===== src/include/rv_core_defines.svh =====
`ifndef RV_CORE_DEFINES_SVH
`define RV_CORE_DEFINES_SVH

`define XLEN        32
`define NUM_REGS    32
`define IMEM_DEPTH  64              // instruction words
`define DMEM_DEPTH  32              // data words

// loader framing bytes
`define LOAD_START_BYTE 8'hFE
`define LOAD_END_BYTE   8'hFF

`define ALU_ADD 2'd0
`define ALU_SUB 2'd1
`define ALU_AND 2'd2
`define ALU_OR  2'd3

`define OPC_RTYPE  7'b0110011      // add, sub, and, or
`define OPC_ITYPE  7'b0010011      // addi
`define OPC_LOAD   7'b0000011      // lw
`define OPC_STORE  7'b0100011      // sw
`define OPC_BRANCH 7'b1100011      // beq

`endif


===== src/source/rv_core_pkg.sv =====
`include "rv_core_defines.svh"

package rv_core_pkg;

    typedef logic [`XLEN-1:0]                word_t;
    typedef logic [7:0]                      byte_t;
    typedef logic [$clog2(`NUM_REGS)-1:0]    reg_addr_t;
    typedef logic [$clog2(`IMEM_DEPTH)-1:0]  imem_addr_t;
    typedef logic [$clog2(`DMEM_DEPTH)-1:0]  dmem_addr_t;
    typedef logic [1:0]                      alu_op_t;

    // operand source in EX
    typedef enum logic [1:0] {
        FWD_RF,                     // value read in decode
        FWD_EXMEM,
        FWD_MEMWB
    } fwd_sel_t;

    typedef enum logic [1:0] {
        LD_IDLE,
        LD_LOADING,
        LD_RUNNING                  // held until reset
    } loader_state_t;

endpackage


===== src/source/fetch_stage.sv =====
`include "rv_core_defines.svh"

module fetch_stage (
    input  logic                    clk_i,
    input  logic                    reset,
    input  logic                    run_i,
    input  logic                    imem_we_i,
    input  rv_core_pkg::imem_addr_t imem_waddr_i,
    input  rv_core_pkg::word_t      imem_wdata_i,
    input  logic                    stall_i,
    input  logic                    branch_taken_i,
    input  rv_core_pkg::word_t      branch_target_i,
    output rv_core_pkg::word_t      if_pc_o,
    output rv_core_pkg::word_t      if_instr_o
);
    import rv_core_pkg::*;

    localparam word_t NOP = 32'h0000_0013;     // addi x0,x0,0

    word_t      imem [`IMEM_DEPTH];
    word_t      pc_q;
    word_t      pc_next;
    imem_addr_t fetch_idx;

    assign fetch_idx = imem_addr_t'(pc_q >> 2);
    assign pc_next   = branch_taken_i ? branch_target_i : pc_q + 32'd4;

    always_ff @(posedge clk_i) begin
        if (imem_we_i) begin
            imem[imem_waddr_i] <= imem_wdata_i;
        end
    end

    // pc and IF/ID
    always_ff @(posedge clk_i or posedge reset) begin
        if (reset) begin
            pc_q       <= '0;
            if_pc_o    <= '0;
            if_instr_o <= NOP;
        end else if (run_i) begin
            if (branch_taken_i || !stall_i) begin
                pc_q <= pc_next;
            end
            if (branch_taken_i) begin
                if_instr_o <= NOP;                 // drop wrong-path fetch
            end else if (!stall_i) begin
                if_pc_o    <= pc_q;
                if_instr_o <= imem[fetch_idx];
            end
        end
    end

endmodule


===== config.mk =====
export PLATFORM = sky130hd
export DESIGN_NAME = fetch_stage
export DESIGN_NICKNAME = d
export VERILOG_FILES = /design/src/source/rv_core_pkg.sv /design/src/source/fetch_stage.sv
export VERILOG_INCLUDE_DIRS = /design/src /design/src/include
export SDC_FILE = /design/constraint.sdc
export NUM_CORES = 2
export LEC_CHECK = 0
export BUFFER_PORTS_ARGS = -buffer_cell sky130_fd_sc_hd__buf_4
export CORE_ASPECT_RATIO = 1.5
export CORE_MARGIN = 5
export CORE_UTILIZATION = 30
export CTS_CLUSTER_SIZE = 24
export DETAILED_ROUTE_END_ITERATION = 10
export GPL_TIMING_DRIVEN = 0
export REMOVE_ABC_BUFFERS = 1
export SYNTH_ARGS = -nofsm -noshare
export SYNTH_HDL_FRONTEND = slang
export SYNTH_SLANG_ARGS = --single-unit

===== constraint.sdc =====
create_clock -name clk_i -period 3.1 [get_ports clk_i]
set_input_delay 0.155 -clock clk_i [delete_from_list [all_inputs] [get_ports clk_i]]
set_output_delay 0.155 -clock clk_i [all_outputs]
set_load 0.01 [all_outputs]

* Yosys cells after proc, flatten, opt, wreduce, memory -nomap -nowiden
Memories as Yosys holds them, arrays and structs flattened.
Cells that the tools add are included.
** Cells by class
- Add/subtract/negate cells :: 1
- Equal/unequal tests :: 1
- Muxes and demuxes :: 5
- Bitwise logic cells :: 2
- Reduce and logical (&&, ||, !) cells :: 5
** Operators with widths (count)
- 32-bit two-way mux :: 3
- 32-bit by 3-bit adder with 32-bit output (second input constant) :: 1
- 2-bit AND reduction :: 2
- 3-bit AND reduction :: 1
- 1-bit two-way mux :: 2
- 2-bit by 1-bit inequality test with 1-bit output (second input constant) :: 1
- 1-bit inverter :: 2
- 1-bit logical NOT :: 1
- 1-bit logical OR :: 1
** Storage, ports and cells
- Register bits :: 96
- Bits in writable memories :: 2048
- Input bits :: 76
- Memories kept :: 1
** Memory list
- imem :: depth 64, width 32, read ports 1, clocked after Yosys merged registers in 0, write ports 1, RTL line fetch_stage.sv:20 : word_t imem [`IMEM_DEPTH];

* Logic depth before layout (Yosys ltp)
- Depth in word-level cells :: 3
- Mapped depth :: 11
- Gate-level depth less buffers :: 6

* Least setup slack after synthesis
Ideal clock, no wire load.
- Kind :: input-to-reg
- Start point :: in imem_waddr_i[3]
- End point :: mem imem[48][0] (netlist bit) (enable)
- Library setup time :: 461 ps
- Data arrival time :: 2854 ps
- Slack :: -215 ps
- Stages on the path :: 4
- Path buffers :: 1
- Cells stage by stage :: clkbuf_1 > nor2b_1 > nand4b_1 > nor3_1
** RTL lines
- start: declaration :: RTL line fetch_stage.sv:8 : input rv_core_pkg::imem_addr_t imem_waddr_i,
- end: declaration :: RTL line fetch_stage.sv:20
Straight into the memory's write port.

* Worst setup path after layout
- Start point :: reg pc_q[3]
- End point :: reg if_instr_o[3]
** Between the ends
- Longest elaborated chain between the ends :: 3
** Ends and longest elaborated chain
- start: declaration :: RTL line fetch_stage.sv:21 : word_t pc_q;
- start signal: assignment :: RTL line fetch_stage.sv:42 : pc_q <= pc_next;
- memory read 64 x 32 bit
- 32-bit two-way mux :: RTL line fetch_stage.sv:46 : end else if (!stall_i) begin
- 32-bit two-way mux :: RTL line fetch_stage.sv:44 : if (branch_taken_i) begin
- end signal: assignment :: RTL line fetch_stage.sv:48 : if_instr_o <= imem[fetch_idx];
- end: declaration :: RTL line fetch_stage.sv:14 : output rv_core_pkg::word_t if_instr_o
Every way passes these cells. The select of a mux whose other input is x is not followed.
A chain may end at the register's enable or synchronous reset.

==> metrics.yaml <==
setup_viol: 0
synthXorXnorAreaFrac_pct: 0
die-area_sq_mm: 0.287
grt_pass1_vias: 42500
fmax_ghz: 0.332
syn_avg_cell_area_sq_um: 21.8
drt-total-wl_um: 237000
die_w_um: 439
fin_tns_setup_ns: 0
worstHoldEndpoint: "imem[53][25]"
ys_seq_area_share_pct: 77.0
synth.largest_area_cell: "edfxtp_1"
cts_made_buffers: 207
async_flop_share_pct: 4.48
clkTransAtPathRegs_ns: 0.06
worstSkewPairLatency_ns: 0.85
slew_violations: 0
initial_core_util_pct: 30.1
layout_common_cells: "2,048 x edfxtp_1, 514 x mux4_2, 212 x clkbuf_16, 182 x mux2i_1, 177 x buf_4"
clock_sinks: 2144
fillerInstances: 24800
place_congestion: 0.783
slew_headroom_pct: 17.3
synth_compound_gate_area_share_pct: 2.38
overflow: 0
synthSimpleGateAreaFrac_pct: 2.45
core_area_sq_mm: 0.275
cp_max_fo: 43
antenna_found_initial: 29
rows: 236
synthToLayoutAreaGrowth_pct: 20.4
synthAdderAreaFrac_pct: 0.0151
p_leak_nw: 31.5
power.density_mw_per_mm2: 661
setup_ws_ns: 0.0877
drtIter0Drc: 5395
grtUsageTotal_pct: 16.1
outcome: "finished clean"
dp_slack_ns: -1.21
ctsHtreeMaxLevel: 4
fin_crit_sh_pct: 97.2
fin_nets: 4348
hpwl_um: 141000
r2r-end: "if_instr_o[3]"
crit_arrival_ns: 3.69
maxCapViolCount: 0
synth_mux_area_share_pct: 16.7
min_from: "imem_waddr_i[0]"
hold_path.class: "in -> reg"
cts.path.max_buffers: 4
synth_top_area_share_pct: 74.1
drc: 0
drt_pass1_iterations: 5
required_ns: 3.78
skew_ns: 0.0492
top_level_ports: 140
min_period_ns: 3.01
reg2regPathDepth: 8
die_h_um: 654
viasPerCell: 5.19
netlist_instances: 3811
layout_commonest_cell: "edfxtp_1"
grt_max_degree: 65
postRouteAntennaNets: 0
synth.cell_area_sq_mm: 0.0830
min_path_cells: 3
ys_top_cells_by_area: "edfxtp_1 74%, mux4_2 14%, dfrtp_1 2.8%"
finalHoldViolations: 0
rsz0062_at_grt: "no"
yosys_warnings: 0
wl_per_cell_um: 29.1
tightest_slew_ns: 1.24
peakVddDrop_uv: 525
start_kind: "flip-flop"
cts_tree: "yes"
synth_seq_cells: 2144
synth_edf_count: 2048
r2r_start: "pc_q[3]"
crit_path_end_kind: "flip-flop"
drive_above_1_share_pct: 29.0
synth_top_family_by_area: "multiplexers"
vias: 42200
port_buffers: 139
worstSetupPathType: "reg -> reg"
ff2ff_setup_slack_ns: 0.09
cts_root_buf: "clkbuf_16"
grt_pass1_wl_um: 330000
yosysUniqueCellTypes: 72
synthFlopType: "edfxtp_1"
[metrics by stage]
| stage | cells | utilization, % | area (sq um) | hold WS (ns) | power [W] |
|---|---|---|---|---|---|
| finish | 8141 | 36.3 | 99900 | 0.0766 | 0.0661 |
| global route | 8129 | 36.3 | 99900 | 0.0698 | 0.0682 |
| CTS | 8103 | 36.2 | 99600 | 0.0305 | 0.0664 |
| detailed placement | 7572 | 33.1 | 91100 | 0.247 | 0.0415 |
| global placement | 7427 | 31.7 | 87500 | 0.367 | 0.0406 |
| floorplan | 3599 | - | 81800 | 0.241 | 0.0391 |
[sequential cells by signal, indices dropped and copies added (netlist names)]
signal      count
imem         2048
if_instr_o     32
if_pc_o        32
pc_q           32
[synthesized netlist by cell type, types with 9 or more instances]
master,count
a22oi_1,30
a2111oi_0,11
o21ai_0,44
nor4_1,10
o211ai_1,10
mux2i_1,183
o221ai_1,20
inv_1,9
a21oi_1,42
buf_2,69
nor2_1,113
nor3_1,19
mux4_2,513
mux2_2,30
nand4_1,21
buf_4,28
edfxtp_1,2048
nor2b_1,17
clkbuf_1,68
nand2_1,157
nand3_1,37
dfrtp_1,93
o22ai_1,26
buf_1,22
a221oi_1,22
buf_6,22
[logic make-up (layout without fill, tap and decap cells)]
family / count (synthesis) / count (layout)
flip-flops: 2144 / 2144
AND/OR/NAND/NOR: 434 / 434
adder cells (fa/ha/maj): 1 / 1
multiplexers: 730 / 730
other: 0 / 17
AO/OA/AOI/OAI: 279 / 279
buffers and inverters: 223 / 847
[critical path, cell delays in order (launching register included)]
cell and delay (ns):
dfrtp_4 0.43, buf_12 0.13, buf_16 0.22, buf_16 0.25
buf_16 0.27, mux4_1 0.35, mux4_2 0.48, a221oi_2 0.40
o21ai_1 0.19
[timing repair]
| action | CTS | global route |
|---|---|---|
| gates cloned | 23 | 2 |
| setup endpoints to repair | 32 | 21 |
| hold endpoints to repair | 2230 | 0 |
| hold buffers | 107 | 0 |
| setup buffers | 28 | 19 |
| pin swaps | 3 | 2 |
| gates resized for setup | 21 | 12 |
[worst max path at each step]
stage / depth (start not counted) / to / slack, ns / start
after detailed placement: 9 / if_instr_o[19] / -1.21 / pc_q[2]
after floorplan: 4 / if_instr_o[12] / -17.92 / pc_q[2]
after global placement: 4 / if_instr_o[9] / -33.69 / pc_q[2]
after CTS: 9 / if_instr_o[10] / 0.007 / pc_q[2]
final: 8 / if_instr_o[3] / 0.09 / pc_q[3]
after global routing: 7 / if_instr_o[31] / 0.003 / pc_q[2]
[power by group]
part           total (W)  internal, W  switching (W)  leakage, nW
sequential        0.0325       0.0322       0.000383         19.6
combinational    0.00937      0.00449        0.00488         8.77
clock             0.0242       0.0134         0.0108         3.11
[layout make-up]
type                            instances  area [sq um]  area share, %
Clock inverter                        111           813          0.814
Clock buffer                          262          5530           5.53
Sequential cell                      2144         63900           64.0
Tap cell                             3689          4620           4.62
Multi-Input combinational cell       1444         18400           18.5
Antenna cell                           17          42.5         0.0426
Timing Repair Buffer                  463          6500           6.51
Inverter                               11          48.8         0.0488
[metal layers]
layer / vias up / GRT usage, % / wire length (um)
met1: 22800 / 20.6 / 90800
met4: 8 / 5.36 / 8480
met2: 1932 / 27.3 / 118000
met3: 437 / 3.21 / 19300
met5: - / 0 / 39
li1: 17000 / - / -
Note: power is estimated with default switching activity, not from simulation.
