### config.mk
export PLATFORM = sky130hd
export DESIGN_NAME = memory_stage
export DESIGN_NICKNAME = d
export VERILOG_FILES = /design/src/source/rv_core_pkg.sv /design/src/source/memory_stage.sv
export VERILOG_INCLUDE_DIRS = /design/src /design/src/include
export SDC_FILE = /design/constraint.sdc
export NUM_CORES = 2
export LEC_CHECK = 0
export BUFFER_PORTS_ARGS = -buffer_cell sky130_fd_sc_hd__buf_2
export CAP_MARGIN = 30
export CORE_MARGIN = 2
export CORE_UTILIZATION = 30
export CTS_BUF_LIST = sky130_fd_sc_hd__clkbuf_16
export CTS_CLUSTER_SIZE = 25
export DETAILED_ROUTE_END_ITERATION = 6
export PLACE_DENSITY = 0.55
export SYNTH_ARGS = -nofsm -noshare
export SYNTH_HDL_FRONTEND = slang
export SYNTH_SLANG_ARGS = --single-unit
### constraint.sdc
create_clock -name clk_i -period 86.8 [get_ports clk_i]
set_clock_uncertainty 0.15 [all_clocks]
set_input_delay 17.36 -clock clk_i [delete_from_list [all_inputs] [get_ports clk_i]]
set_output_delay 17.36 -clock clk_i [all_outputs]
set_load 0.01 [all_outputs]
### src/include/rv_core_defines.svh
`ifndef RV_CORE_DEFINES_SVH
`define RV_CORE_DEFINES_SVH

`define XLEN        32
`define NUM_REGS    32
`define IMEM_DEPTH  64              // instruction words
`define DMEM_DEPTH  32              // data words

// loader framing bytes
`define LOAD_START_BYTE 8'hFE
`define LOAD_END_BYTE   8'hFF

`define ALU_ADD 2'd0
`define ALU_SUB 2'd1
`define ALU_AND 2'd2
`define ALU_OR  2'd3

`define OPC_RTYPE  7'b0110011      // add, sub, and, or
`define OPC_ITYPE  7'b0010011      // addi
`define OPC_LOAD   7'b0000011      // lw
`define OPC_STORE  7'b0100011      // sw
`define OPC_BRANCH 7'b1100011      // beq

`endif

### src/source/rv_core_pkg.sv
`include "rv_core_defines.svh"

package rv_core_pkg;

    typedef logic [`XLEN-1:0]                word_t;
    typedef logic [7:0]                      byte_t;
    typedef logic [$clog2(`NUM_REGS)-1:0]    reg_addr_t;
    typedef logic [$clog2(`IMEM_DEPTH)-1:0]  imem_addr_t;
    typedef logic [$clog2(`DMEM_DEPTH)-1:0]  dmem_addr_t;
    typedef logic [1:0]                      alu_op_t;

    // operand source in EX
    typedef enum logic [1:0] {
        FWD_RF,                     // value read in decode
        FWD_EXMEM,
        FWD_MEMWB
    } fwd_sel_t;

    typedef enum logic [1:0] {
        LD_IDLE,
        LD_LOADING,
        LD_RUNNING                  // held until reset
    } loader_state_t;

endpackage

### src/source/memory_stage.sv
`include "rv_core_defines.svh"

module memory_stage (
    input  logic                    clk_i,
    input  logic                    reset,
    input  logic                    run_i,
    input  rv_core_pkg::word_t      mem_alu_result_i,
    input  rv_core_pkg::word_t      mem_store_data_i,
    input  rv_core_pkg::reg_addr_t  mem_rd_i,
    input  logic                    mem_reg_write_i, mem_mem_read_i,
    input  logic                    mem_mem_write_i, mem_mem_to_reg_i,
    input  rv_core_pkg::dmem_addr_t dbg_addr_i,
    output rv_core_pkg::reg_addr_t  wb_rd_o,
    output logic                    wb_reg_write_o,
    output rv_core_pkg::word_t      wb_data_o,
    output rv_core_pkg::word_t      dbg_mem_o
);
    import rv_core_pkg::*;

    word_t      dmem [`DMEM_DEPTH];
    dmem_addr_t dmem_idx;
    word_t      load_data;
    word_t      wb_alu_result_q, wb_load_data_q;
    logic       wb_mem_to_reg_q;

    assign dmem_idx  = mem_alu_result_i[6:2];          // word addressed
    assign load_data = mem_mem_read_i ? dmem[dmem_idx] : '0;
    assign dbg_mem_o = dmem[dbg_addr_i];
    assign wb_data_o = wb_mem_to_reg_q ? wb_load_data_q : wb_alu_result_q;

    always_ff @(posedge clk_i or posedge reset) begin
        if (reset) begin
            for (int i = 0; i < `DMEM_DEPTH; i++) begin
                dmem[i] <= '0;
            end
        end else if (run_i && mem_mem_write_i) begin
            dmem[dmem_idx] <= mem_store_data_i;
        end
    end

    // MEM/WB
    always_ff @(posedge clk_i or posedge reset) begin
        if (reset) begin
            wb_rd_o         <= '0;
            wb_reg_write_o  <= 1'b0;
            wb_mem_to_reg_q <= 1'b0;
        end else if (run_i) begin
            wb_rd_o         <= mem_rd_i;
            wb_reg_write_o  <= mem_reg_write_i;
            wb_mem_to_reg_q <= mem_mem_to_reg_i;
        end
    end

    always_ff @(posedge clk_i) begin
        if (run_i) begin
            wb_alu_result_q <= mem_alu_result_i;
            wb_load_data_q  <= load_data;
        end
    end

endmodule

# Yosys cells after proc, flatten, opt, wreduce, memory -nomap -nowiden
# Cells that the tools add are included.
[totals] out_inout_bits=70 input_bits=81 regBits=1095 wordCells=54
[op_classes] n_mux=10 n_lt_le_gt_ge=3 reduce_logical=2 n_bitwise=2
[ops] cell="1024-bit bitwise mux" n=1
[ops] cell="32-bit binary-select mux with 5-bit select" n=2
[ops] cell="32-bit two-way mux" n=6
[ops] cell="32-bit demux with 5-bit select" n=1
[ops] cell="6-bit greater-or-equal comparator (second input constant)" n=2
[ops] cell="5-bit NOT with 6-bit output" n=2
[ops] cell="6-bit by 1-bit less-than comparator with 1-bit output (second input constant)" n=1
[ops] cell="1-bit logical AND" n=2

# Depth between registers and ports, before layout
[logic_depth] ltp_word=6 mapped_depth=8 depth_no_buf=4

# Worst setup path after synthesis
# No wires, ideal clock.
[synth_timing] path_type="input -> output" startpoint="in dbg_addr_i[0]" endpoint="out dbg_mem_o[13]" required_ps=69290 t_arrival_ps=18932 path_buffers=3 stages=7 path_slack_ps=50358 path_cell_list="buf_2 > buf_2 > clkbuf_1 > mux4_2 > a22o_1 > nor3_1 > a31oi_1"
[synth_via] elab_chain_len=4
[synth_rtl] element="start, declared" line="memory_stage.sv:12" text="input rv_core_pkg::dmem_addr_t dbg_addr_i,"
[synth_rtl] element="5-bit NOT with 6-bit output (implied by the code)" line="memory_stage.sv:28" text="assign dbg_mem_o = dmem[dbg_addr_i];"
[synth_rtl] element="32-bit binary-select mux with 5-bit select" line="memory_stage.sv:28"
[synth_rtl] element="32-bit two-way mux (implied by the code) (2 in a row)" line="memory_stage.sv:28"
[synth_rtl] element="end, declared" line="memory_stage.sv:16" text="output rv_core_pkg::word_t dbg_mem_o"
# Every way passes these cells. The select of a mux whose other input is x is not followed.

# Final worst setup path
[layout_timing] startpoint="in dbg_addr_i[1]" endpoint="out dbg_mem_o[8]"
# The elaborated chain is that of the path after synthesis.

==> run summary <==
The port buffer count was 150; the initial core utilization was 0.302. The clock passes through at most 3 buffers. The logs give 0 for the max-capacitance violation count and 29.4 nW for the leakage power summed over all cells. For this design the ratio of total power to cell area is 21.6 nW/um2. Setup repair after global routing left no endpoint under its margin.

For this run, design rule violations remaining after detail routing come to 0. Dividing the synthesized area by the synthesized cell count gives 14.1 um2. The tools report the count of final max-slew check failures as 0.

The proportion of synthesized flip-flops having asynchronous set or reset is 0.942. The total die area was 195,000 um2. The net count of the finished layout is 4,110. Clock tree synthesis found a total of 1,095 sinks. The run gives 38,615 as the via count of the first global-routing pass.

Of all nets on the critical path, the largest fanout is 82. The share of post-route cells with drive strength above 1 is 0.424. The worst setup path is launched from an input port. Including well taps, the total number of placed cells is 6,398.

Summing every instance area after synthesis gives 57,400 um2. The post-CTS setup repair buffer count came out at 0. The Yosys step of the flow raised 0 warnings. Counting the buffers created by CTS gives 136. The post-route clock period utilization was 0.446; the synthesized netlist cell count was 4,060. The floorplan core area was 190,000 um2; the number of cells upsized or downsized after cts was 0. For the largest net degree at the start of global routing, the log shows 146.

The flow ran to the end, and the final reports show no timing, DRC or antenna violations. Yosys mapped a number of flops with a built-in enable equal to 64. In the final routed layout, each cell accounts on average for 31.7 um. For the final routed database, the setup TNS stands at 0 ns. The CTS H-tree depth was 4; the shortest clock period the worst path allows after layout was 38.73 ns. The number of hold-repair buffers added at the cts stage came out at 0.

The number of hold violations in the final report came out at 0. At the pin with the least slew margin, the transition time is 1.13 ns. After clock tree synthesis, the clock-pin slew on the worst setup and hold paths is 0.06 ns. Leaving out filler cells and counting taps, the final layout contains 6,649. At the later pin of the worst-skew pair, clock insertion delay measures 0.80 ns.

The run gives 21.22 ns as the worst path arrival time. For the initial antenna violation count, the log shows 16. Setup violations remaining at the end of the flow were counted as 0. For the all-layer global routing usage, the log shows 0.214. The via count normalized by instance count is 5.75, and the count of TritonRoute iterations in the first routing pass is 7.

The placement row count is 160. The first routing iteration left 3,214 violations. The horizontal die dimension was 442 um. Required arrival time at the worst endpoint: 69.29 ns.

The y dimension of the die works out to 442 um. Global routing finished with a remaining overflow of 0. TritonCTS built the clock tree. For the worst slew margin relative to its limit, the log shows 0.244. The run gives 0.483 as the post-synthesis sequential area ratio. The total routed wirelength is 211,000 um, and the count of vias placed by the detailed router is 38,206. The min-delay analysis places its worst path in the category flip-flop to flip-flop. The synthesized net count is 4,141, and the number of I/O pins is 151. The relative area change from synthesis to final layout was 13.4%.

Across the VDD grid, the largest voltage drop is 0.0229 mV. Derived from the worst setup path, the maximum achievable clock frequency is 0.0258 GHz. At the end of routability-driven placement, the weighted congestion stood at 0.786.

The first global-routing pass estimated 299,000 um of wire. The most frequently used flop master after synthesis is sky130_fd_sc_hd__dfrtp_1. Detailed placement ended at an HPWL of 116,000 um. The clock tree root buffer cell is sky130_fd_sc_hd__clkbuf_16. Path type of the worst setup path: input port to output port. For the remaining number of nets flagged by the antenna check after routing, the log shows 0. The tools report the type of element capturing the critical path as an output port. After synthesis, the netlist uses 42 different library cells.

The synthesized design contains 1,095 register bits.
-- Yosys cell counts (4+ instances only) --
cell	instances	area share
sky130_fd_sc_hd__nand2_1	46	0.0030
sky130_fd_sc_hd__o21bai_1	32	0.0042
sky130_fd_sc_hd__nand4bb_2	4	0.0011
sky130_fd_sc_hd__o22ai_1	192	0.021
sky130_fd_sc_hd__buf_2	193	0.017
sky130_fd_sc_hd__a221oi_1	32	0.0049
sky130_fd_sc_hd__a22o_1	64	0.0098
sky130_fd_sc_hd__nor2b_1	4	0.00044
sky130_fd_sc_hd__mux4_2	224	0.088
sky130_fd_sc_hd__o22a_1	32	0.0049
sky130_fd_sc_hd__edfxtp_1	64	0.033
sky130_fd_sc_hd__clkbuf_1	163	0.011
sky130_fd_sc_hd__mux2_2	1033	0.20
sky130_fd_sc_hd__nand3_1	6	0.00052
sky130_fd_sc_hd__nor2_2	6	0.00065
sky130_fd_sc_hd__mux2i_1	576	0.10
sky130_fd_sc_hd__and2_1	33	0.0036
sky130_fd_sc_hd__o221ai_1	32	0.0049
sky130_fd_sc_hd__nor3_1	34	0.0030
sky130_fd_sc_hd__dfrtp_1	1031	0.45
sky130_fd_sc_hd__o41a_1	32	0.0063
sky130_fd_sc_hd__a31oi_1	32	0.0035
sky130_fd_sc_hd__mux2_1	30	0.0059
sky130_fd_sc_hd__buf_1	21	0.0014
sky130_fd_sc_hd__a21boi_0	32	0.0042
sky130_fd_sc_hd__or4_1	33	0.0043
sky130_fd_sc_hd__nor2_1	11	0.00072
sky130_fd_sc_hd__buf_6	16	0.0031
sky130_fd_sc_hd__buf_4	26	0.0034
-- layer usage --
layer	vias to the layer above	track usage	share of wire
li1	15617	-	-
met1	20764	0.277	0.42
met2	1386	0.352	0.48
met3	433	0.0368	0.058
met4	6	0.0904	0.044
met5	-	0	0.00014
-- worst paths after layout --
| path | from | to | slack [ns] | cells past startpoint |
|---|---|---|---|---|
| worst max register to register | dmem[901] | wb_load_data_q[5] | 84.51 | 4 |
| worst min register to register | wb_rd_o[4] | wb_rd_o[4] | 0.35 | 1 |
| max in group asynchronous | reset | dmem[499] | 66.14 | 6 |
| min in group asynchronous | reset | dmem[39] | 16.58 | 2 |
| worst min-delay path | wb_rd_o[4] | wb_rd_o[4] | 0.35 | 1 |
| worst max-delay path | dbg_addr_i[1] | dbg_mem_o[8] | 48.07 | 8 |
-- critical path, cell delays in order --
cell and delay, ns:
sky130_fd_sc_hd__buf_8 0.56, sky130_fd_sc_hd__buf_4 0.79, sky130_fd_sc_hd__buf_4 0.84, sky130_fd_sc_hd__mux2i_1 0.16
sky130_fd_sc_hd__a221oi_1 0.39, sky130_fd_sc_hd__nand2_1 0.10, sky130_fd_sc_hd__a31oi_1 0.55, sky130_fd_sc_hd__buf_2 0.25
-- sequential cells by signal, summed over array words and instances (netlist names) --
name and count:
wb_load_data_q 32, wb_rd_o 5, wb_alu_result_q 32, wb_reg_write_o 1, wb_mem_to_reg_q 1, dmem 1024
-- cells by family after synthesis --
family / Yosys count / synth area share
AND/OR/NAND/NOR: 200 / 0.0215
AO/OA/AOI/OAI: 480 / 0.0634
buffers and inverters: 422 / 0.0356
multiplexers: 1863 / 0.397
flip-flops: 1095 / 0.483
-- through the flow --
stage	hold WS (ns)	util	area, um2	power, mW	setup slack, ns
2_1_floorplan	0.325	-	57400	0.784	40.28
4_1_cts	0.354	0.342	65000	1.42	47.94
5_1_grt	0.365	0.342	65100	1.47	47.93
6_report	0.351	0.342	65100	1.41	48.07
3_3_place_gp	0.334	0.317	60400	0.845	47.91
3_5_place_dp	0.341	0.319	60700	0.851	47.95
-- cells in the final DEF (no fill, tap or decap), types with 34 or more instances in the layout --
master / netlist / layout
sky130_fd_sc_hd__dfrtp_1: 1031 / 1030
sky130_fd_sc_hd__a22o_1: 64 / 64
sky130_fd_sc_hd__buf_2: 193 / 145
sky130_fd_sc_hd__buf_4: 26 / 83
sky130_fd_sc_hd__edfxtp_1: 64 / 64
sky130_fd_sc_hd__o22ai_1: 192 / 192
sky130_fd_sc_hd__mux4_2: 224 / 224
sky130_fd_sc_hd__nand2_1: 46 / 34
sky130_fd_sc_hd__mux2i_1: 576 / 576
sky130_fd_sc_hd__nor3_1: 34 / 34
sky130_fd_sc_hd__clkbuf_16: 0 / 144
sky130_fd_sc_hd__mux2_2: 1033 / 1033
-- cell type report --
| class | count | area (um2) |
|---|---|---|
| Fill cell | 18446 | 125000 |
| Multi-Input combinational cell | 2543 | 28000 |
| Sequential cell | 1095 | 27700 |
| Clock buffer | 144 | 3600 |
| Tap cell | 2511 | 3140 |
| Timing Repair Buffer | 250 | 1860 |
| Clock inverter | 98 | 741 |
| Inverter | 3 | 20.0 |
| Antenna cell | 5 | 12.5 |
-- power by group --
group | total, mW | switching, mW | internal (mW)
registers | 0.631 | 0.0486 | 0.582
clock network | 0.566 | 0.237 | 0.329
logic | 0.213 | 0.101 | 0.112
total | 1.41 | 0.387 | 1.02
No activity file was read; power rests on OpenSTA's default activity.
