[src/include/rv_core_defines.svh]
`ifndef RV_CORE_DEFINES_SVH
`define RV_CORE_DEFINES_SVH

`define XLEN        32
`define NUM_REGS    32
`define IMEM_DEPTH  64              // instruction words
`define DMEM_DEPTH  32              // data words

// loader framing bytes
`define LOAD_START_BYTE 8'hFE
`define LOAD_END_BYTE   8'hFF

`define ALU_ADD 2'd0
`define ALU_SUB 2'd1
`define ALU_AND 2'd2
`define ALU_OR  2'd3

`define OPC_RTYPE  7'b0110011      // add, sub, and, or
`define OPC_ITYPE  7'b0010011      // addi
`define OPC_LOAD   7'b0000011      // lw
`define OPC_STORE  7'b0100011      // sw
`define OPC_BRANCH 7'b1100011      // beq

`endif

[src/source/rv_core_pkg.sv]
`include "rv_core_defines.svh"

package rv_core_pkg;

    typedef logic [`XLEN-1:0]                word_t;
    typedef logic [7:0]                      byte_t;
    typedef logic [$clog2(`NUM_REGS)-1:0]    reg_addr_t;
    typedef logic [$clog2(`IMEM_DEPTH)-1:0]  imem_addr_t;
    typedef logic [$clog2(`DMEM_DEPTH)-1:0]  dmem_addr_t;
    typedef logic [1:0]                      alu_op_t;

    // operand source in EX
    typedef enum logic [1:0] {
        FWD_RF,                     // value read in decode
        FWD_EXMEM,
        FWD_MEMWB
    } fwd_sel_t;

    typedef enum logic [1:0] {
        LD_IDLE,
        LD_LOADING,
        LD_RUNNING                  // held until reset
    } loader_state_t;

endpackage

[src/source/execute_stage.sv]
`include "rv_core_defines.svh"

module execute_stage (
    input  logic                   clk_i,
    input  logic                   reset,
    input  logic                   run_i,
    input  rv_core_pkg::reg_addr_t ex_rs1_i, ex_rs2_i, ex_rd_i,
    input  rv_core_pkg::word_t     ex_rs1_data_i, ex_rs2_data_i, ex_imm_i,
    input  rv_core_pkg::alu_op_t   ex_alu_op_i,
    input  logic                   ex_alu_src_i, ex_reg_write_i, ex_mem_read_i,
    input  logic                   ex_mem_write_i, ex_mem_to_reg_i,
    input  rv_core_pkg::reg_addr_t wb_rd_i,
    input  logic                   wb_reg_write_i,
    input  rv_core_pkg::word_t     wb_data_i,
    output rv_core_pkg::word_t     mem_alu_result_o,
    output rv_core_pkg::word_t     mem_store_data_o,
    output rv_core_pkg::reg_addr_t mem_rd_o,
    output logic                   mem_reg_write_o, mem_mem_read_o,
    output logic                   mem_mem_write_o, mem_mem_to_reg_o
);
    import rv_core_pkg::*;

    fwd_sel_t fwd_a, fwd_b;
    word_t    op_a, op_b, rs2_val, alu_result;

    // newest producer wins
    function automatic fwd_sel_t fwd_select(reg_addr_t rs);
        if (rs == '0) begin
            return FWD_RF;
        end
        if (mem_reg_write_o && (mem_rd_o == rs)) begin
            return FWD_EXMEM;
        end
        if (wb_reg_write_i && (wb_rd_i == rs)) begin
            return FWD_MEMWB;
        end
        return FWD_RF;
    endfunction

    function automatic word_t fwd_value(fwd_sel_t sel, word_t rf_data);
        case (sel)
            FWD_EXMEM: return mem_alu_result_o;
            FWD_MEMWB: return wb_data_i;
            default:   return rf_data;
        endcase
    endfunction

    always_comb begin
        fwd_a   = fwd_select(ex_rs1_i);
        fwd_b   = fwd_select(ex_rs2_i);
        op_a    = fwd_value(fwd_a, ex_rs1_data_i);
        rs2_val = fwd_value(fwd_b, ex_rs2_data_i);     // also the store data
        op_b    = ex_alu_src_i ? ex_imm_i : rs2_val;
        case (ex_alu_op_i)
            `ALU_SUB: alu_result = op_a - op_b;
            `ALU_AND: alu_result = op_a & op_b;
            `ALU_OR:  alu_result = op_a | op_b;
            default:  alu_result = op_a + op_b;        // add, address calc
        endcase
    end

    // EX/MEM
    always_ff @(posedge clk_i or posedge reset) begin
        if (reset) begin
            mem_rd_o         <= '0;
            mem_reg_write_o  <= 1'b0;
            mem_mem_read_o   <= 1'b0;
            mem_mem_write_o  <= 1'b0;
            mem_mem_to_reg_o <= 1'b0;
        end else if (run_i) begin
            mem_rd_o         <= ex_rd_i;
            mem_reg_write_o  <= ex_reg_write_i;
            mem_mem_read_o   <= ex_mem_read_i;
            mem_mem_write_o  <= ex_mem_write_i;
            mem_mem_to_reg_o <= ex_mem_to_reg_i;
        end
    end

    always_ff @(posedge clk_i) begin
        if (run_i) begin
            mem_alu_result_o <= alu_result;
            mem_store_data_o <= rs2_val;
        end
    end

endmodule

[config.mk]
export PLATFORM = sky130hd
export DESIGN_NAME = execute_stage
export DESIGN_NICKNAME = d
export VERILOG_FILES = /design/src/source/rv_core_pkg.sv /design/src/source/execute_stage.sv
export VERILOG_INCLUDE_DIRS = /design/src /design/src/include
export SDC_FILE = /design/constraint.sdc
export NUM_CORES = 1
export LEC_CHECK = 0
export ABC_CLOCK_PERIOD_IN_PS = 8890
export BUFFER_PORTS_ARGS = -buffer_cell sky130_fd_sc_hd__buf_4
export CORE_AREA = 4 4 123 125
export CTS_BUF_LIST = sky130_fd_sc_hd__clkbuf_16
export DETAILED_ROUTE_END_ITERATION = 8
export DIE_AREA = 0 0 127 129
export HOLD_SLACK_MARGIN = 0.05
export PLACE_DENSITY = 0.87
export SETUP_SLACK_MARGIN = 0.02
export SLEW_MARGIN = 5
export SYNTH_ARGS = -nofsm -noshare
export SYNTH_HDL_FRONTEND = slang
export SYNTH_SLANG_ARGS = --single-unit
export TNS_END_PERCENT = 50
[constraint.sdc]
create_clock -name clk_i -period 8.89 [get_ports clk_i]
set_input_delay 0.4445 -clock clk_i [delete_from_list [all_inputs] [get_ports clk_i]]
set_output_delay 0.4445 -clock clk_i [all_outputs]
set_load 0.005 [all_outputs]
# Word-level counts from Yosys, hierarchy flattened
# Cells that the tools add are included.
[op_classes]
addsub = 2
n_mul = 0
n_div = 0
n_lt_le_gt_ge = 0
n_eq_ne = 11
shifts = 0
mux = 28
bitwise = 2
n_reduce_logical = 6
[op_table]
columns = ["operator", "count"]
rows = [
  ["one-hot mux 32 bit (2 select lines)", 2],
  ["one-hot mux 32 bit (3 select lines)", 1],
  ["adder 32 bit", 1],
  ["AND 32 bit", 1],
  ["two-way mux 32 bit", 1],
  ["OR 32 bit", 1],
  ["subtractor 32 bit", 1],
  ["two-way mux 2 bit", 12],
  ["equality test 5 bit", 4],
  ["two-way mux 1 bit", 12],
  ["logical NOT 5 bit", 2],
  ["equality test 2 bit (second input constant)", 4],
  ["equality test 2 x 1 -> 1 bit (second input constant)", 3],
  ["logical AND 1 bit", 4],
]
[totals]
regBits = 73
latchBits = 0
ramBits = 0
rom_bits = 0
in_bits = 159
out_inout_bits = 73
memories = 0

# Depth between registers and ports, before layout
[logic_depth]
word_depth = 14
ltp_mapped = 29

# Worst setup path before layout
# No wires, ideal clock.
[synth_path]
kind = "in2reg"
startpoint = "input ex_rs2_i[2]"
endpoint = "register mem_alu_result_o[26] (data pin)"
setup_ns = 0.263
arrival_ns = 5.676
required_ns = 8.627
path_slack_ns = 2.950
cell_stages = 25
n_path_buf = 3
cell_sequence = "xor2_1 -> nor4_1 -> and3_1 -> or4_1 -> ha_1 -> buf_6 -> buf_6 -> buf_6 -> a221o_1 -> o21ai_2 -> o21ai_2 -> nor4_2 -> nand4_1 -> o31ai_1 -> xor2_1 -> ha_1 -> nand2_1 -> or3_1 -> or4_1 -> o31a_1 -> a211oi_2 -> a41oi_1 -> o21ba_1 -> xor2_1 -> o21ai_1"
[synth_between]
elab_chain_cells = 13
elab_cells_between_ends = 25
classes_between = "add/sub (2); eq/ne (4); mux (14); bitwise (2); reduce/logical (3)"
[synth_rtl]
columns = ["element", "line_no", "source"]
rows = [
  ["start, declared", "execute_stage.sv:7", "input rv_core_pkg::reg_addr_t ex_rs1_i, ex_rs2_i, ex_rd_i,"],
  ["equality test 5 bit", "execute_stage.sv:34", "if (wb_reg_write_i && (wb_rd_i == rs)) begin"],
  ["logical AND 1 bit", "execute_stage.sv:34", ""],
  ["two-way mux 1 bit (2 in series)", "execute_stage.sv:34", ""],
  ["two-way mux 1 bit", "execute_stage.sv:31", "if (mem_reg_write_o && (mem_rd_o == rs)) begin"],
  ["two-way mux 2 bit", "execute_stage.sv:37", "return FWD_RF;"],
  ["two-way mux 2 bit", "execute_stage.sv:34", ""],
  ["two-way mux 2 bit (*)", "execute_stage.sv:31", ""],
  ["equality test 2 bit / equality test 2 x 1 -> 1 bit (equally long branches)", "execute_stage.sv:41", "case (sel)"],
  ["one-hot mux 32 bit (2 select lines) (*)", "execute_stage.sv:41", ""],
  ["two-way mux 32 bit (*)", "execute_stage.sv:53", "op_b = ex_alu_src_i ? ex_imm_i : rs2_val;"],
  ["adder 32 bit (tied with other cells)", "execute_stage.sv:58", "default: alu_result = op_a + op_b;"],
  ["one-hot mux 32 bit (3 select lines) (*)", "execute_stage.sv:54", "case (ex_alu_op_i)"],
  ["net alu_result[26]", "execute_stage.sv:24", "word_t op_a, op_b, rs2_val, alu_result;"],
  ["end signal, assigned", "execute_stage.sv:81", "mem_alu_result_o <= alu_result;"],
  ["end, declared", "execute_stage.sv:15", "output rv_core_pkg::word_t mem_alu_result_o,"],
]
# The timed path passes the listed nets; every way through them passes the cells marked *. The select of a mux whose other input is x is not followed.
# A chain may end at the register's enable or synchronous reset.

# Worst setup path after layout
[layout_path]
startpoint = "register mem_rd_o[0]"
endpoint = "register mem_alu_result_o[28] (data pin)"
[layout_between]
elab_chain_cells = 12
elab_cells_between_ends = 30
classes_between = "add/sub (2); eq/ne (6); mux (18); bitwise (2); reduce/logical (2)"
[layout_rtl]
columns = ["element", "line_no", "source"]
rows = [
  ["start, declared", "execute_stage.sv:17", "output rv_core_pkg::reg_addr_t mem_rd_o,"],
  ["start signal, assigned", "execute_stage.sv:71", "mem_rd_o <= ex_rd_i;"],
  ["equality test 5 bit (*)", "execute_stage.sv:31", ""],
  ["logical AND 1 bit (*)", "execute_stage.sv:31", ""],
  ["two-way mux 2 bit", "execute_stage.sv:31", ""],
  ["two-way mux 2 bit", "execute_stage.sv:34", ""],
  ["two-way mux 2 bit", "execute_stage.sv:37", ""],
  ["two-way mux 2 bit (*)", "execute_stage.sv:34", ""],
  ["two-way mux 2 bit (*)", "execute_stage.sv:31", ""],
  ["equality test 2 bit / equality test 2 x 1 -> 1 bit (equally long branches)", "execute_stage.sv:41", ""],
  ["one-hot mux 32 bit (2 select lines) (*)", "execute_stage.sv:41", ""],
  ["net rs2_val[2]", "execute_stage.sv:24", ""],
  ["two-way mux 32 bit (*)", "execute_stage.sv:53", ""],
  ["adder 32 bit / subtractor 32 bit (equally long branches)", "execute_stage.sv:58, execute_stage.sv:55", ""],
  ["one-hot mux 32 bit (3 select lines) (*)", "execute_stage.sv:54", ""],
  ["net alu_result[28]", "execute_stage.sv:24", ""],
]
# Marks and branches as above.

==> results by group <==
Final layout
  • Fraction of layout cells with a size suffix above 1: 29.2%
  • Non-filler cells, final: 1228
  • Area growth, synth to finish: 27.0%
  • ANT cells: 0
  • FILL cells: 1153
  • Fin util: 67.2%
  • Nets: 1241
  • Most frequent cells in the layout: buf_4, nand2_1, o21ai_0, edfxtp_1, a22oi_1
  • Commonest non-fill, non-tap cell in the layout: buf_4

Clock network
  • Clock Sinks: 73
  • H-tree depth: 3
  • Gates resized, CTS repair: 0
  • Post-CTS Setup Inserts: 0
  • Hold-fix buffers, CTS: 0
  • Clock buffer depth: 2
  • Clk pin slew, worst setup/hold paths: 0.06 ns
  • Clock buffer count from CTS: 9
  • CTS tree: done
  • Latest clock arrival within the worst-skew pair: 0.35 ns
  • Clk root buf: clkbuf_16

Worst setup path
  • Worst path cell trace: xor2_1 -> nor4_1 -> and3_1 -> or4_1 -> ha_2 -> buf_4 -> o21ai_2 -> mux2_4 -> nand3b_1 -> nor2_2 -> nand2_1 -> nor4_1 -> a21oi_1 -> xnor2_1 -> ha_1 -> nand2_1 -> or3_1 -> or4_1 -> o31a_1 -> a211oi_2 -> a41oi_1 -> o21ai_1 -> a21o_1 -> o21ai_1
  • CP Buf/Inv Count: 1
  • Crit path launch: mem_rd_o[0]
  • Setup Crit Path Kind: reg2reg
  • Origin of the critical flop-to-flop path: mem_rd_o[0]
  • CP arrival: 7.26 ns
  • CP max FO: 41
  • Crit path max-delay family: simple AND/OR/NAND/NOR gates
  • Slowest cell on crit path: ha_2
  • CP max stage delay: 0.81 ns
  • Critical path data required time: 8.99 ns
  • Critical Path Sink Type: flop
  • Critical path launch point type: flop

Global route
  • Largest net degree at the start of global routing: 74
  • Initial antenna violation count: 0
  • Gr usage total: 29.3%
  • Vias in the first global route: 7403
  • Grt total ovfl: 0
  • First-pass GRT wire length: 38300 um

Place
  • Final GP Congestion: 0.920
  • Hpwl dp: 18500 um
  • Cell count after placement: 1212
  • Port-buffer cells: 231

STA
  • Final hold vios: 0
  • Final min period: 7.16 ns
  • Fmax achieved: 140 MHz
  • Setup Skew: 0.00875 ns
  • RSZ-0062 raised after global routing: false
  • Final period utilization: 80.6%
  • Max-slew violation count: 0
  • Finish-stage setup viols: 0
  • Max-Slew Margin vs Limit: 30.6%
  • Setup TNS: 0 ns
  • Worst slew pin tran: 1.04 ns

Floorplan
  • Die X: 127 um
  • # IOs: 232
  • Die Ht: 129 um
  • Rows: 43
  • Core ar.: 13900 um2
  • Initial core utilization: 52.9%
  • Die area: 16400 um2

Logic synthesis
  • Synthesized Nets: 1043
  • Synth Area in Simple Gates: 15.6%
  • Top cells by area, synth: edfxtp_1, ha_1, nand2_1
  • Synth top area share: 26.2%
  • Seq/Total Area, Yosys: 29.2%
  • Post-Synth Adder-Cell Area: 10.8%
  • #FFs+latches synth: 73
  • Mux contribution to synthesized area: 4.48%
  • Post-synthesis xor/xnor area fraction: 8.71%
  • Number of flops mapped to enable cells by yosys: 64
  • Main synth FF type: edfxtp_1
  • Synth Instances: 845
  • Synth Area in Compound Gates: 25.1%
  • Warnings from Yosys: 0
  • Largest family of logic cells by synthesized area: compound AO/OA/AOI/OAI gates
  • Synthesized area: 7340 um2
  • Yosys top cell by area: edfxtp_1
  • Synthesized area per cell: 8.69 um2
  • Async S/R FF share, synth: 12.3%
  • Yosys cell types: 73

Routing
  • Via count: 7618
  • Routed WL: 24900 um
  • DRC: 0
  • Vias/cell: 6.20
  • Initial DRC count: 884
  • TritonRoute pass-1 iters: 6
  • Post-route ant nets: 0
  • WL/cell: 20.3 um

Pwr
  • IR drop worst, VDD: 0.0973 mV
  • Total Power: 1.38 mW
  • Pwr Density: 148 nW/um2
  • Leakage power: 3.97 nW

Status
  • Status: finished, final reports clean

Hold path
  • Worst Hold Class: in2async

Flow run
  • Max Cap Viol: 0
## flip-flops by register name, summed over array words and instances, names as in the netlist
register,cells
mem_alu_result_o,32
mem_mem_read_o,1
mem_mem_to_reg_o,1
mem_mem_write_o,1
mem_rd_o,5
mem_reg_write_o,1
mem_store_data_o,32
## cell usage after synthesis, types with 9 or more instances
master and count:
nor2_1 35, inv_1 31, a22oi_1 52, edfxtp_1 64, nand2b_1 11, ha_1 38, a21oi_1 38, o21ai_1 20
a21o_1 12, xor2_1 33, mux2_2 22, dfrtp_1 9, xnor2_1 40, nor3_1 10, o21ai_0 89, clkbuf_1 31
maj3_1 30, nand2_1 122, buf_6 15
## worst register-to-register path: stages, from the launching register on
cell and delay (ns):
dfrtp_1 0.43, xor2_1 0.18, nor4_1 0.07, and3_1 0.17
or4_1 0.54, ha_2 0.81, buf_4 0.42, o21ai_2 0.13
mux2_4 0.30, nand3b_1 0.22, nor2_2 0.29, nand2_1 0.12
nor4_1 0.36, a21oi_1 0.15, xnor2_1 0.16, ha_1 0.37
nand2_1 0.09, or3_1 0.37, or4_1 0.54, o31a_1 0.18
a211oi_2 0.38, a41oi_1 0.21, o21ai_1 0.25, a21o_1 0.15
o21ai_1 0.05
## final timing paths
kind / end / slack, ns / depth (start not counted)
max: mem_alu_result_o[28] / 1.73 / 24
min: mem_mem_to_reg_o / 0.07 / 2
max reg2reg: mem_alu_result_o[28] / 1.73 / 24
min reg2reg: mem_mem_read_o / 0.52 / 1
max in group asynchronous: mem_rd_o[0] / 8.54 / 2
min in group clk_i: mem_mem_read_o / 0.33 / 2
## where the power goes
part / internal, mW / switching (mW)
Sequential: 0.425 / 0.0291
Combinational: 0.264 / 0.295
Clock: 0.214 / 0.153
Total: 0.903 / 0.477
## logic make-up after synthesis
logic type	count (synthesis)
AOI/OAI and AO/OA	281
and+or+nand+nor	236
buffers and inverters	85
xor gates and xnor gates	73
DFF	73
adders and majority gates	69
muxes	28
## cell type report
type	instances	area [um2]	area share [%]
flip-flops and latches	73	2150	23.0
well taps	180	225	2.41
repair buffers	236	1770	19.0
inverters	36	135	1.45
clock inverters	7	61.3	0.657
multi-input cells	687	4760	51.0
clock buffers	9	225	2.41
## stage by stage
| stage | setup slack (ns) | instance area (um2) | hold slack, ns |
|---|---|---|---|
| 6_report | 1.73 | 9330 | 0.0693 |
| 5_1_grt | 1.46 | 9330 | 0.102 |
| 4_1_cts | 1.88 | 9330 | 0.0730 |
| 3_5_place_dp | 1.81 | 9040 | 0.444 |
| 3_3_place_gp | 1.86 | 9040 | 0.429 |
| 2_1_floorplan | 2.95 | 7340 | 0.272 |
## metal layers
layer / GRT usage [%] / vias to the layer above / wire (um)
li1: - / 3528 / -
met1: 35.7 / 3608 / 9560
met2: 50.8 / 401 / 12400
met3: 3.90 / 81 / 1920
met4: 15.1 / 0 / 1050
met5: 0 / - / 0
No activity file was read; power rests on OpenSTA's default activity.
