File: src/include/rv_core_defines.svh
`ifndef RV_CORE_DEFINES_SVH
`define RV_CORE_DEFINES_SVH

`define XLEN        32
`define NUM_REGS    32
`define IMEM_DEPTH  64              // instruction words
`define DMEM_DEPTH  32              // data words

// loader framing bytes
`define LOAD_START_BYTE 8'hFE
`define LOAD_END_BYTE   8'hFF

`define ALU_ADD 2'd0
`define ALU_SUB 2'd1
`define ALU_AND 2'd2
`define ALU_OR  2'd3

`define OPC_RTYPE  7'b0110011      // add, sub, and, or
`define OPC_ITYPE  7'b0010011      // addi
`define OPC_LOAD   7'b0000011      // lw
`define OPC_STORE  7'b0100011      // sw
`define OPC_BRANCH 7'b1100011      // beq

`endif

File: src/source/rv_core_pkg.sv
`include "rv_core_defines.svh"

package rv_core_pkg;

    typedef logic [`XLEN-1:0]                word_t;
    typedef logic [7:0]                      byte_t;
    typedef logic [$clog2(`NUM_REGS)-1:0]    reg_addr_t;
    typedef logic [$clog2(`IMEM_DEPTH)-1:0]  imem_addr_t;
    typedef logic [$clog2(`DMEM_DEPTH)-1:0]  dmem_addr_t;
    typedef logic [1:0]                      alu_op_t;

    // operand source in EX
    typedef enum logic [1:0] {
        FWD_RF,                     // value read in decode
        FWD_EXMEM,
        FWD_MEMWB
    } fwd_sel_t;

    typedef enum logic [1:0] {
        LD_IDLE,
        LD_LOADING,
        LD_RUNNING                  // held until reset
    } loader_state_t;

endpackage

File: src/source/decode_stage.sv
`include "rv_core_defines.svh"

module decode_stage (
    input  logic                   clk_i,
    input  logic                   reset,
    input  logic                   run_i,
    input  rv_core_pkg::word_t     if_pc_i,
    input  rv_core_pkg::word_t     if_instr_i,
    input  logic                   ex_mem_read_i,
    input  rv_core_pkg::reg_addr_t wb_rd_i,
    input  logic                   wb_reg_write_i,
    input  rv_core_pkg::word_t     wb_data_i,
    input  rv_core_pkg::reg_addr_t dbg_addr_i,
    output logic                   stall_o,
    output logic                   branch_taken_o,
    output rv_core_pkg::word_t     branch_target_o,
    output rv_core_pkg::reg_addr_t ex_rs1_o, ex_rs2_o, ex_rd_o,
    output rv_core_pkg::word_t     ex_rs1_data_o, ex_rs2_data_o, ex_imm_o,
    output rv_core_pkg::alu_op_t   ex_alu_op_o,
    output logic                   ex_alu_src_o, ex_reg_write_o, ex_mem_read_o,
    output logic                   ex_mem_write_o, ex_mem_to_reg_o,
    output rv_core_pkg::word_t     dbg_reg_o
);
    import rv_core_pkg::*;

    word_t      regs [`NUM_REGS];
    logic [6:0] opcode;
    reg_addr_t  rs1, rs2, rd;
    word_t      rs1_data, rs2_data;
    word_t      imm_i, imm_s, imm_b;
    alu_op_t    alu_op;
    logic       alu_src, reg_write, mem_read, mem_write, mem_to_reg;
    logic       uses_rs2, is_beq;

    // read with write-first bypass and x0 tied to zero
    function automatic word_t rf_read(reg_addr_t addr);
        if (addr == '0) begin
            return '0;
        end
        if (wb_reg_write_i && (wb_rd_i == addr)) begin
            return wb_data_i;
        end
        return regs[addr];
    endfunction

    assign opcode = if_instr_i[6:0];
    assign rd     = if_instr_i[11:7];
    assign rs1    = if_instr_i[19:15];
    assign rs2    = if_instr_i[24:20];
    assign imm_i  = {{20{if_instr_i[31]}}, if_instr_i[31:20]};
    assign imm_s  = {{20{if_instr_i[31]}}, if_instr_i[31:25], if_instr_i[11:7]};
    assign imm_b  = {{20{if_instr_i[31]}}, if_instr_i[7], if_instr_i[30:25],
                     if_instr_i[11:8], 1'b0};

    always_comb begin
        rs1_data  = rf_read(rs1);
        rs2_data  = rf_read(rs2);
        dbg_reg_o = rf_read(dbg_addr_i);
    end

    always_comb begin
        alu_op     = `ALU_ADD;
        alu_src    = 1'b0;
        reg_write  = 1'b0;
        mem_read   = 1'b0;
        mem_write  = 1'b0;
        mem_to_reg = 1'b0;
        uses_rs2   = 1'b0;
        is_beq     = 1'b0;
        case (opcode)
            `OPC_RTYPE: begin
                reg_write = 1'b1;
                uses_rs2  = 1'b1;
                case (if_instr_i[14:12])
                    3'b111:  alu_op = `ALU_AND;
                    3'b110:  alu_op = `ALU_OR;
                    default: alu_op = if_instr_i[30] ? `ALU_SUB : `ALU_ADD;
                endcase
            end
            `OPC_ITYPE: begin
                reg_write = 1'b1;
                alu_src   = 1'b1;
            end
            `OPC_LOAD: begin
                reg_write  = 1'b1;
                alu_src    = 1'b1;
                mem_read   = 1'b1;
                mem_to_reg = 1'b1;
            end
            `OPC_STORE: begin
                alu_src   = 1'b1;
                mem_write = 1'b1;
                uses_rs2  = 1'b1;
            end
            `OPC_BRANCH: begin
                uses_rs2 = 1'b1;
                is_beq   = (if_instr_i[14:12] == 3'b000);
            end
            default: ;
        endcase
    end

    // load in EX feeding this instruction
    assign stall_o = ex_mem_read_i && (ex_rd_o != '0) &&
                     ((ex_rd_o == rs1) || (uses_rs2 && (ex_rd_o == rs2)));

    assign branch_taken_o  = is_beq && (rs1_data == rs2_data) && !stall_o;
    assign branch_target_o = if_pc_i + imm_b;

    always_ff @(posedge clk_i or posedge reset) begin
        if (reset) begin
            for (int i = 0; i < `NUM_REGS; i++) begin
                regs[i] <= '0;
            end
        end else if (wb_reg_write_i && (wb_rd_i != '0)) begin
            regs[wb_rd_i] <= wb_data_i;
        end
    end

    // ID/EX control with a bubble on stall
    always_ff @(posedge clk_i or posedge reset) begin
        if (reset) begin
            ex_rs1_o        <= '0;
            ex_rs2_o        <= '0;
            ex_rd_o         <= '0;
            ex_alu_op_o     <= `ALU_ADD;
            ex_alu_src_o    <= 1'b0;
            ex_reg_write_o  <= 1'b0;
            ex_mem_read_o   <= 1'b0;
            ex_mem_write_o  <= 1'b0;
            ex_mem_to_reg_o <= 1'b0;
        end else if (run_i) begin
            ex_rs1_o        <= rs1;
            ex_rs2_o        <= rs2;
            ex_rd_o         <= rd;
            ex_alu_op_o     <= alu_op;
            ex_alu_src_o    <= alu_src && !stall_o;
            ex_reg_write_o  <= reg_write && !stall_o;
            ex_mem_read_o   <= mem_read && !stall_o;
            ex_mem_write_o  <= mem_write && !stall_o;
            ex_mem_to_reg_o <= mem_to_reg && !stall_o;
        end
    end

    always_ff @(posedge clk_i) begin
        if (run_i) begin
            ex_rs1_data_o <= rs1_data;
            ex_rs2_data_o <= rs2_data;
            ex_imm_o      <= (opcode == `OPC_STORE) ? imm_s : imm_i;
        end
    end

endmodule

File: config.mk
export PLATFORM = sky130hd
export DESIGN_NAME = decode_stage
export DESIGN_NICKNAME = d
export VERILOG_FILES = /design/src/source/rv_core_pkg.sv /design/src/source/decode_stage.sv
export VERILOG_INCLUDE_DIRS = /design/src /design/src/include
export SDC_FILE = /design/constraint.sdc
export NUM_CORES = 2
export LEC_CHECK = 0
export BUFFER_PORTS_ARGS = -buffer_cell sky130_fd_sc_hd__buf_2
export CORE_ASPECT_RATIO = 1.2
export CORE_UTILIZATION = 61
export CTS_BUF_LIST = sky130_fd_sc_hd__clkbuf_16
export DETAILED_ROUTE_END_ITERATION = 7
export GPL_ROUTABILITY_DRIVEN = 0
export PLACE_DENSITY = 0.8
export SLEW_MARGIN = 15
export SYNTH_ARGS = -nofsm -noshare
export SYNTH_HDL_FRONTEND = slang
export SYNTH_SLANG_ARGS = --single-unit
File: constraint.sdc
create_clock -name clk_i -period 47.9 [get_ports clk_i]
set_input_delay 0 -clock clk_i [delete_from_list [all_inputs] [get_ports clk_i]]
set_output_delay 0 -clock clk_i [all_outputs]
set_load 0.05 [all_outputs]
Word level (Yosys, flattened, before mapping)
Cells that the tools add are included.
{"block": "totals", "regBits": 1121, "output_inout_bits": 184, "wordCells": 134}
{"block": "op_classes", "add_sub_neg": 1, "magnitude_cmp": 5, "n_eq_ne": 13, "muxes": 43, "bitwise_logic": 4, "reduce_logical": 25}
{"op": "1024-bit bitwise mux", "n": 1}
{"op": "32-bit 2-to-1 mux", "n": 19}
{"op": "32-bit binary-select mux with 5-bit select", "n": 3}
{"op": "32-bit demux with 5-bit select", "n": 1}
{"op": "32-bit adder", "n": 1}
{"op": "32-bit == test", "n": 1}
{"op": "5-bit == test", "n": 5}
{"op": "6-bit greater-or-equal comparator (second input constant)", "n": 4}
{"op": "5-bit NOT with 6-bit output", "n": 4}
{"op": "1-bit 2-to-1 mux", "n": 16}
{"op": "5-bit logical NOT", "n": 3}
{"op": "7-bit by 6-bit == test with 1-bit output (second input constant)", "n": 2}
{"op": "1-bit logical AND", "n": 14}
{"op": "5-bit nonzero test", "n": 2}
{"op": "3-bit OR reduction", "n": 3}
{"op": "7-bit by 2-bit == test with 1-bit output (second input constant)", "n": 1}
{"op": "7-bit by 5-bit == test with 1-bit output (second input constant)", "n": 1}
{"op": "7-bit == test (second input constant)", "n": 1}
{"op": "3-bit == test (second input constant)", "n": 2}
{"op": "6-bit by 1-bit less-than comparator with 1-bit output (second input constant)", "n": 1}
{"op": "5-bit 2-to-1 mux", "n": 1}
{"op": "2-bit one-hot mux with 2 select lines", "n": 1}
{"op": "3-bit logical NOT", "n": 1}
{"op": "2-bit 2-to-1 mux", "n": 1}
{"op": "other kinds (2)", "n": 2}

Longest topological paths before layout
{"block": "depth", "ltp_word": 9, "mapped_depth": 15}

Worst setup path before layout
OpenSTA, ideal clock, no wires.
{"block": "synth_timing", "path_type": "input port to output port", "startpoint": "input port if_pc_i[1]", "endpoint": "output port branch_target_o[29]", "arrival_ns": 3.446, "slack_ns": 44.454, "stages": 11, "path_cell_list": "ha_1 inv_1 fa_1 nor2b_1 o31a_1 o31ai_1 a21oi_1 o21ai_1 a21oi_1 o31ai_2 o311ai_0"}
{"block": "synth_between", "elab_chain_cells": 1}
{"element": "start: declaration", "line_no": "decode_stage.sv:7", "source": "input rv_core_pkg::word_t if_pc_i,"}
{"element": "32-bit adder", "line_no": "decode_stage.sv:108", "source": "assign branch_target_o = if_pc_i + imm_b;"}
{"element": "end: declaration", "line_no": "decode_stage.sv:16", "source": "output rv_core_pkg::word_t branch_target_o,"}
Every way passes these cells.

Final worst setup path
{"block": "layout_timing", "startpoint": "input port if_instr_i[15]", "endpoint": "output port branch_taken_o"}
{"block": "layout_between", "elab_chain_cells": 9, "elab_cells_between_ends": 20, "classes_between": "3 x eq/ne; 9 x mux; 1 x bitwise; 7 x reduce/logical"}
{"element": "start: declaration", "line_no": "decode_stage.sv:8", "source": "input rv_core_pkg::word_t if_instr_i,"}
{"element": "5-bit NOT with 6-bit output (not written as such) or 5-bit == test (tied branches)", "line_no": "decode_stage.sv:43, decode_stage.sv:40"}
{"element": "32-bit binary-select mux with 5-bit select or 1-bit logical AND (tied branches)", "line_no": "decode_stage.sv:43, decode_stage.sv:40"}
{"element": "32-bit 2-to-1 mux (not written as such) or 1-bit 2-to-1 mux (tied branches) (2 in a row)", "line_no": "decode_stage.sv:43, decode_stage.sv:40"}
{"element": "32-bit 2-to-1 mux", "line_no": "decode_stage.sv:43", "source": "return regs[addr];"}
{"element": "32-bit 2-to-1 mux (*)", "line_no": "decode_stage.sv:40", "source": "if (wb_reg_write_i && (wb_rd_i == addr)) begin"}
{"element": "net rs1_data[18]", "line_no": "decode_stage.sv:29", "source": "word_t rs1_data, rs2_data;"}
{"element": "32-bit == test (*)", "line_no": "decode_stage.sv:107", "source": "assign branch_taken_o = is_beq && (rs1_data == rs2_data) && !stall_o;"}
{"element": "1-bit logical AND (*) (2 in a row)", "line_no": "decode_stage.sv:107"}
{"element": "end: declaration", "line_no": "decode_stage.sv:15", "source": "output logic branch_taken_o,"}
Mark *: on every way through the listed nets, which the timed path passes. The rest lies on a longest branch. The select of a mux whose other input is x is not followed.

==> out/metrics.csv <==
stage,metric,value,unit
outcome,outcome,"finished, violations left",
outcome,failing checks,negative hold slack,
setup_path,Setup crit start kind,input pin,
global_routing,first-pass GRT wire length,339500,microns
sta,Worst Clk Skew,19.81,ps
synth,ys async rst share,0.9322,
synth,Mean Syn Cell Area,14.55,sq um
sta,final max-slew violation count,0,
sta,Max Fclk,162.4,MHz
clocking,CTS Buffer Depth,3,
clocking,H-tree depth,3,
global_routing,gr usage total,0.4120,
layout,area grow syn2layout,9.379,%
clocking,CTS sink cnt,1121,
sta,Final min period,6159,ps
placed_design,HPWL Detailed,133000,microns
setup_path,CP Max Fanout,92,
synth,synth top area cells,"dfrtp_1 38%, mux4_2 24%, mux2_2 17%",
setup_path,FF-to-FF path depth,9,
global_routing,vias in the first global route,50970,
die,row cnt,134,
sta,relative slew slack,0.1556,
setup_path,launch point of the worst path,if_instr_i[15],
power,PwrDens,40.63,mW/mm^2
routing,Iteration-0 DRC Markers,7327,
setup_path,critical path class,input pin to primary output,
routing,first-pass iteration count of the detailed router,7,
sta,"Hold Vio Cnt, Final",36,
clocking,CTS Hold Bufs,70,
die,Die Y,369.5,microns
routing,WL/cell,36.37,microns
clocking,CTS root buf,clkbuf_16,
global_routing,initial antenna violation count,10,
setup_path,CP endpoint,branch_taken_o,
synth,Mapped Area,0.06866,sq mm
synth,xor/xnor share of the synthesized area,0.01006,
synth,Seq cells post-synth,1121,
routing,Routed Antenna Nets,0,
clocking,cts repair resizes,0,
layout,final design utilization,0.6746,
die,DIE WIDTH,308.3,microns
routing,total wire length,230800,microns
synth,register area share after synthesis,0.4141,
setup_path,CP required,47900,ps
job,max_cap viols,0,
synth,area share of and/or/nand/nor cells after synthesis,0.02575,
synth,top cell type by total area after synthesis,dfrtp_1,
routing,DR DRC count,0,
die,initial core utilization,0.6168,
global_routing,largest net degree at the start of global routing,175,
synth,post-synthesis mux area share,0.4472,
layout,multi-input logic area,0.03779,sq mm
layout,nets,4890,
synth,ys flop type,dfrtp_1,
setup_path,Critical R2R Capture,ex_mem_write_o,
clocking,Num CTS Buffers,113,
synth,"EDFF count, synth",76,
sta,Slew @ Worst Pin,1267,ps
routing,via count,49811,
synth,combinational family with the most area after synthesis,multiplexers,
layout,number of fill cells in the layout,7610,
clocking,clock slew at reported path FFs,60,ps
die,IO Count,295,
setup_path,Worst R2R Setup Slack,44710,ps
clocking,setup bufs post-CTS,0,
sta,fin crit share,0.1286,
synth,number of library cell types mapped by synthesis,80,
global_routing,Congestion Overflow GR,0,
synth,cells after synthesis,4720,
die,Core Area,0.1113,sq mm
power,P_leak,31.71,nW
sta,final setup violating endpoints,0,
setup_path,startpoint of the worst register-to-register path,ex_rd_o[2],
synth,Synth top area share,0.3809,
sta,RSZ-0062 raised after global routing,false,
layout,final non-filler cell total,6347,
layout,storage element area,0.02843,sq mm
die,Die ar.,0.1139,sq mm
worst_hold_path,Hold/Removal Path Class,input pin to async pin,
clocking,Clock Latency Late Sink,760,ps
synth,Synth Warn #,0,
placed_design,placed instance count,6058,
clocking,CTS tree,built,
setup_path,CP endpoint kind,primary output,
placed_design,Setup WS pre-CTS,41870,ps
synth,Mapped Nets,4862,
synth,Synth Area in Compound Gates,0.05751,
placed_design,Port Buffer Count,292,
setup_path,Critical Path AT,6160,ps
sta,PnR worst setup slack,41740,ps
power,worst vdd ir,0.00004592,V
sta,setup TNS,0,ps
routing,DR vias/cell,7.848,
synth,Post-Synth Adder-Cell Area,0.005758,
layout,layout cells sized above 1,0.5002,
sta,final hold slack,-34.22,ps
## flip-flops by register name, summed over array words and instances, names as in the netlist
name	cells
ex_rs1_data_o	32
ex_rs2_o	5
regs	1024
ex_mem_to_reg_o	1
ex_rd_o	5
ex_mem_write_o	1
ex_alu_op_o	2
ex_rs1_o	5
ex_imm_o	12
ex_rs2_data_o	32
ex_alu_src_o	1
ex_reg_write_o	1
## placed cells by master (no fill, tap or decap), drive strengths merged, types with 31 or more instances in the layout
master	n
a21oi	104
clkinv	51
mux2	1047
a32o	31
xnor2	48
dfrtp	1045
a22o	31
nor2	84
dlygate4sd3	70
clkbuf	119
inv	39
buf	400
a22oi	67
mux4	733
nand2	106
o221ai	58
a211oi	82
nand3	31
edfxtp	76
mux2i	240
## cell usage after synthesis, types with 27 or more instances
cell type and number:
a32o_1 30, a22oi_1 67, buf_1 81, a211oi_1 82, edfxtp_1 76, mux4_2 733, o221ai_1 58, dfrtp_1 1045
xor2_1 30, mux2_2 1046, a22o_1 31, mux2i_1 240, a21oi_1 104, nand2_1 106, xnor2_1 47, nand3_1 31
ha_1 30, clkbuf_1 335, o21ai_0 27, buf_2 61, buf_4 42, nor2_1 84, buf_6 32
## worst max-delay path, cell delays in order
cell and delay (ps):
buf_8 570, buf_4 790, buf_12 550, mux4_2 610, a22o_1 250, a211o_1 270, a32o_1 300, xnor2_1 200
nand2_1 110, nor4b_1 880, nand4_1 360, nor4_2 590, buf_2 380
## report_power, final
part / total, mW / internal (mW) / switching (mW) / leakage (nW)
sequential: 1.31 / 1.13 / 0.176 / 14.2
combinational: 0.820 / 0.431 / 0.389 / 15.6
clock: 0.924 / 0.523 / 0.401 / 1.92
## per-stage QoR
step | total power [mW] | area, sq um
global route | 3.146 | 75090
global placement | 2.074 | 70580
detailed placement | 2.112 | 70580
finish | 3.052 | 75100
floorplan | 1.896 | 68660
CTS | 3.030 | 75070
## area by class of cell
type                       count  share of cell area
antenna                        5           0.0001666
multi-input combinational   3022              0.5031
clock inverter                94             0.01093
clock buffer                 119             0.03965
tap                         1496             0.02492
inverter                      20            0.001100
sequential                  1121              0.3786
timing repair buffer         470             0.04150
## routing by layer
metal | GRT usage | vias to the layer above | share of wire
li1 | - | 18820 | -
met1 | 0.5241 | 25543 | 0.34
met2 | 0.5983 | 4264 | 0.44
met3 | 0.1414 | 1168 | 0.14
met4 | 0.2793 | 16 | 0.082
met5 | 0 | - | 0.00050
## worst min path at each step
stage	from	endpoint	slack, ps	cells past startpoint
after floorplan	if_instr_i[30]	ex_imm_o[10]	100	0
after global placement	if_pc_i[0]	branch_target_o[0]	0.6	0
after detailed placement	if_pc_i[0]	branch_target_o[0]	0.6	0
after CTS	if_pc_i[0]	branch_target_o[0]	0.6	0
after global routing	if_pc_i[0]	branch_target_o[0]	0.1	0
final	reset	regs[408]	-30	3
## kinds of logic after synthesis
logic type                 count (synthesis)
AOI/OAI and AO/OA                        536
muxes                                   2020
buffers and inverters                    577
DFF                                     1121
and+or+nand+nor                          357
xor gates and xnor gates                  78
adders and majority gates                 31
Power figures use the tool's default switching activity.
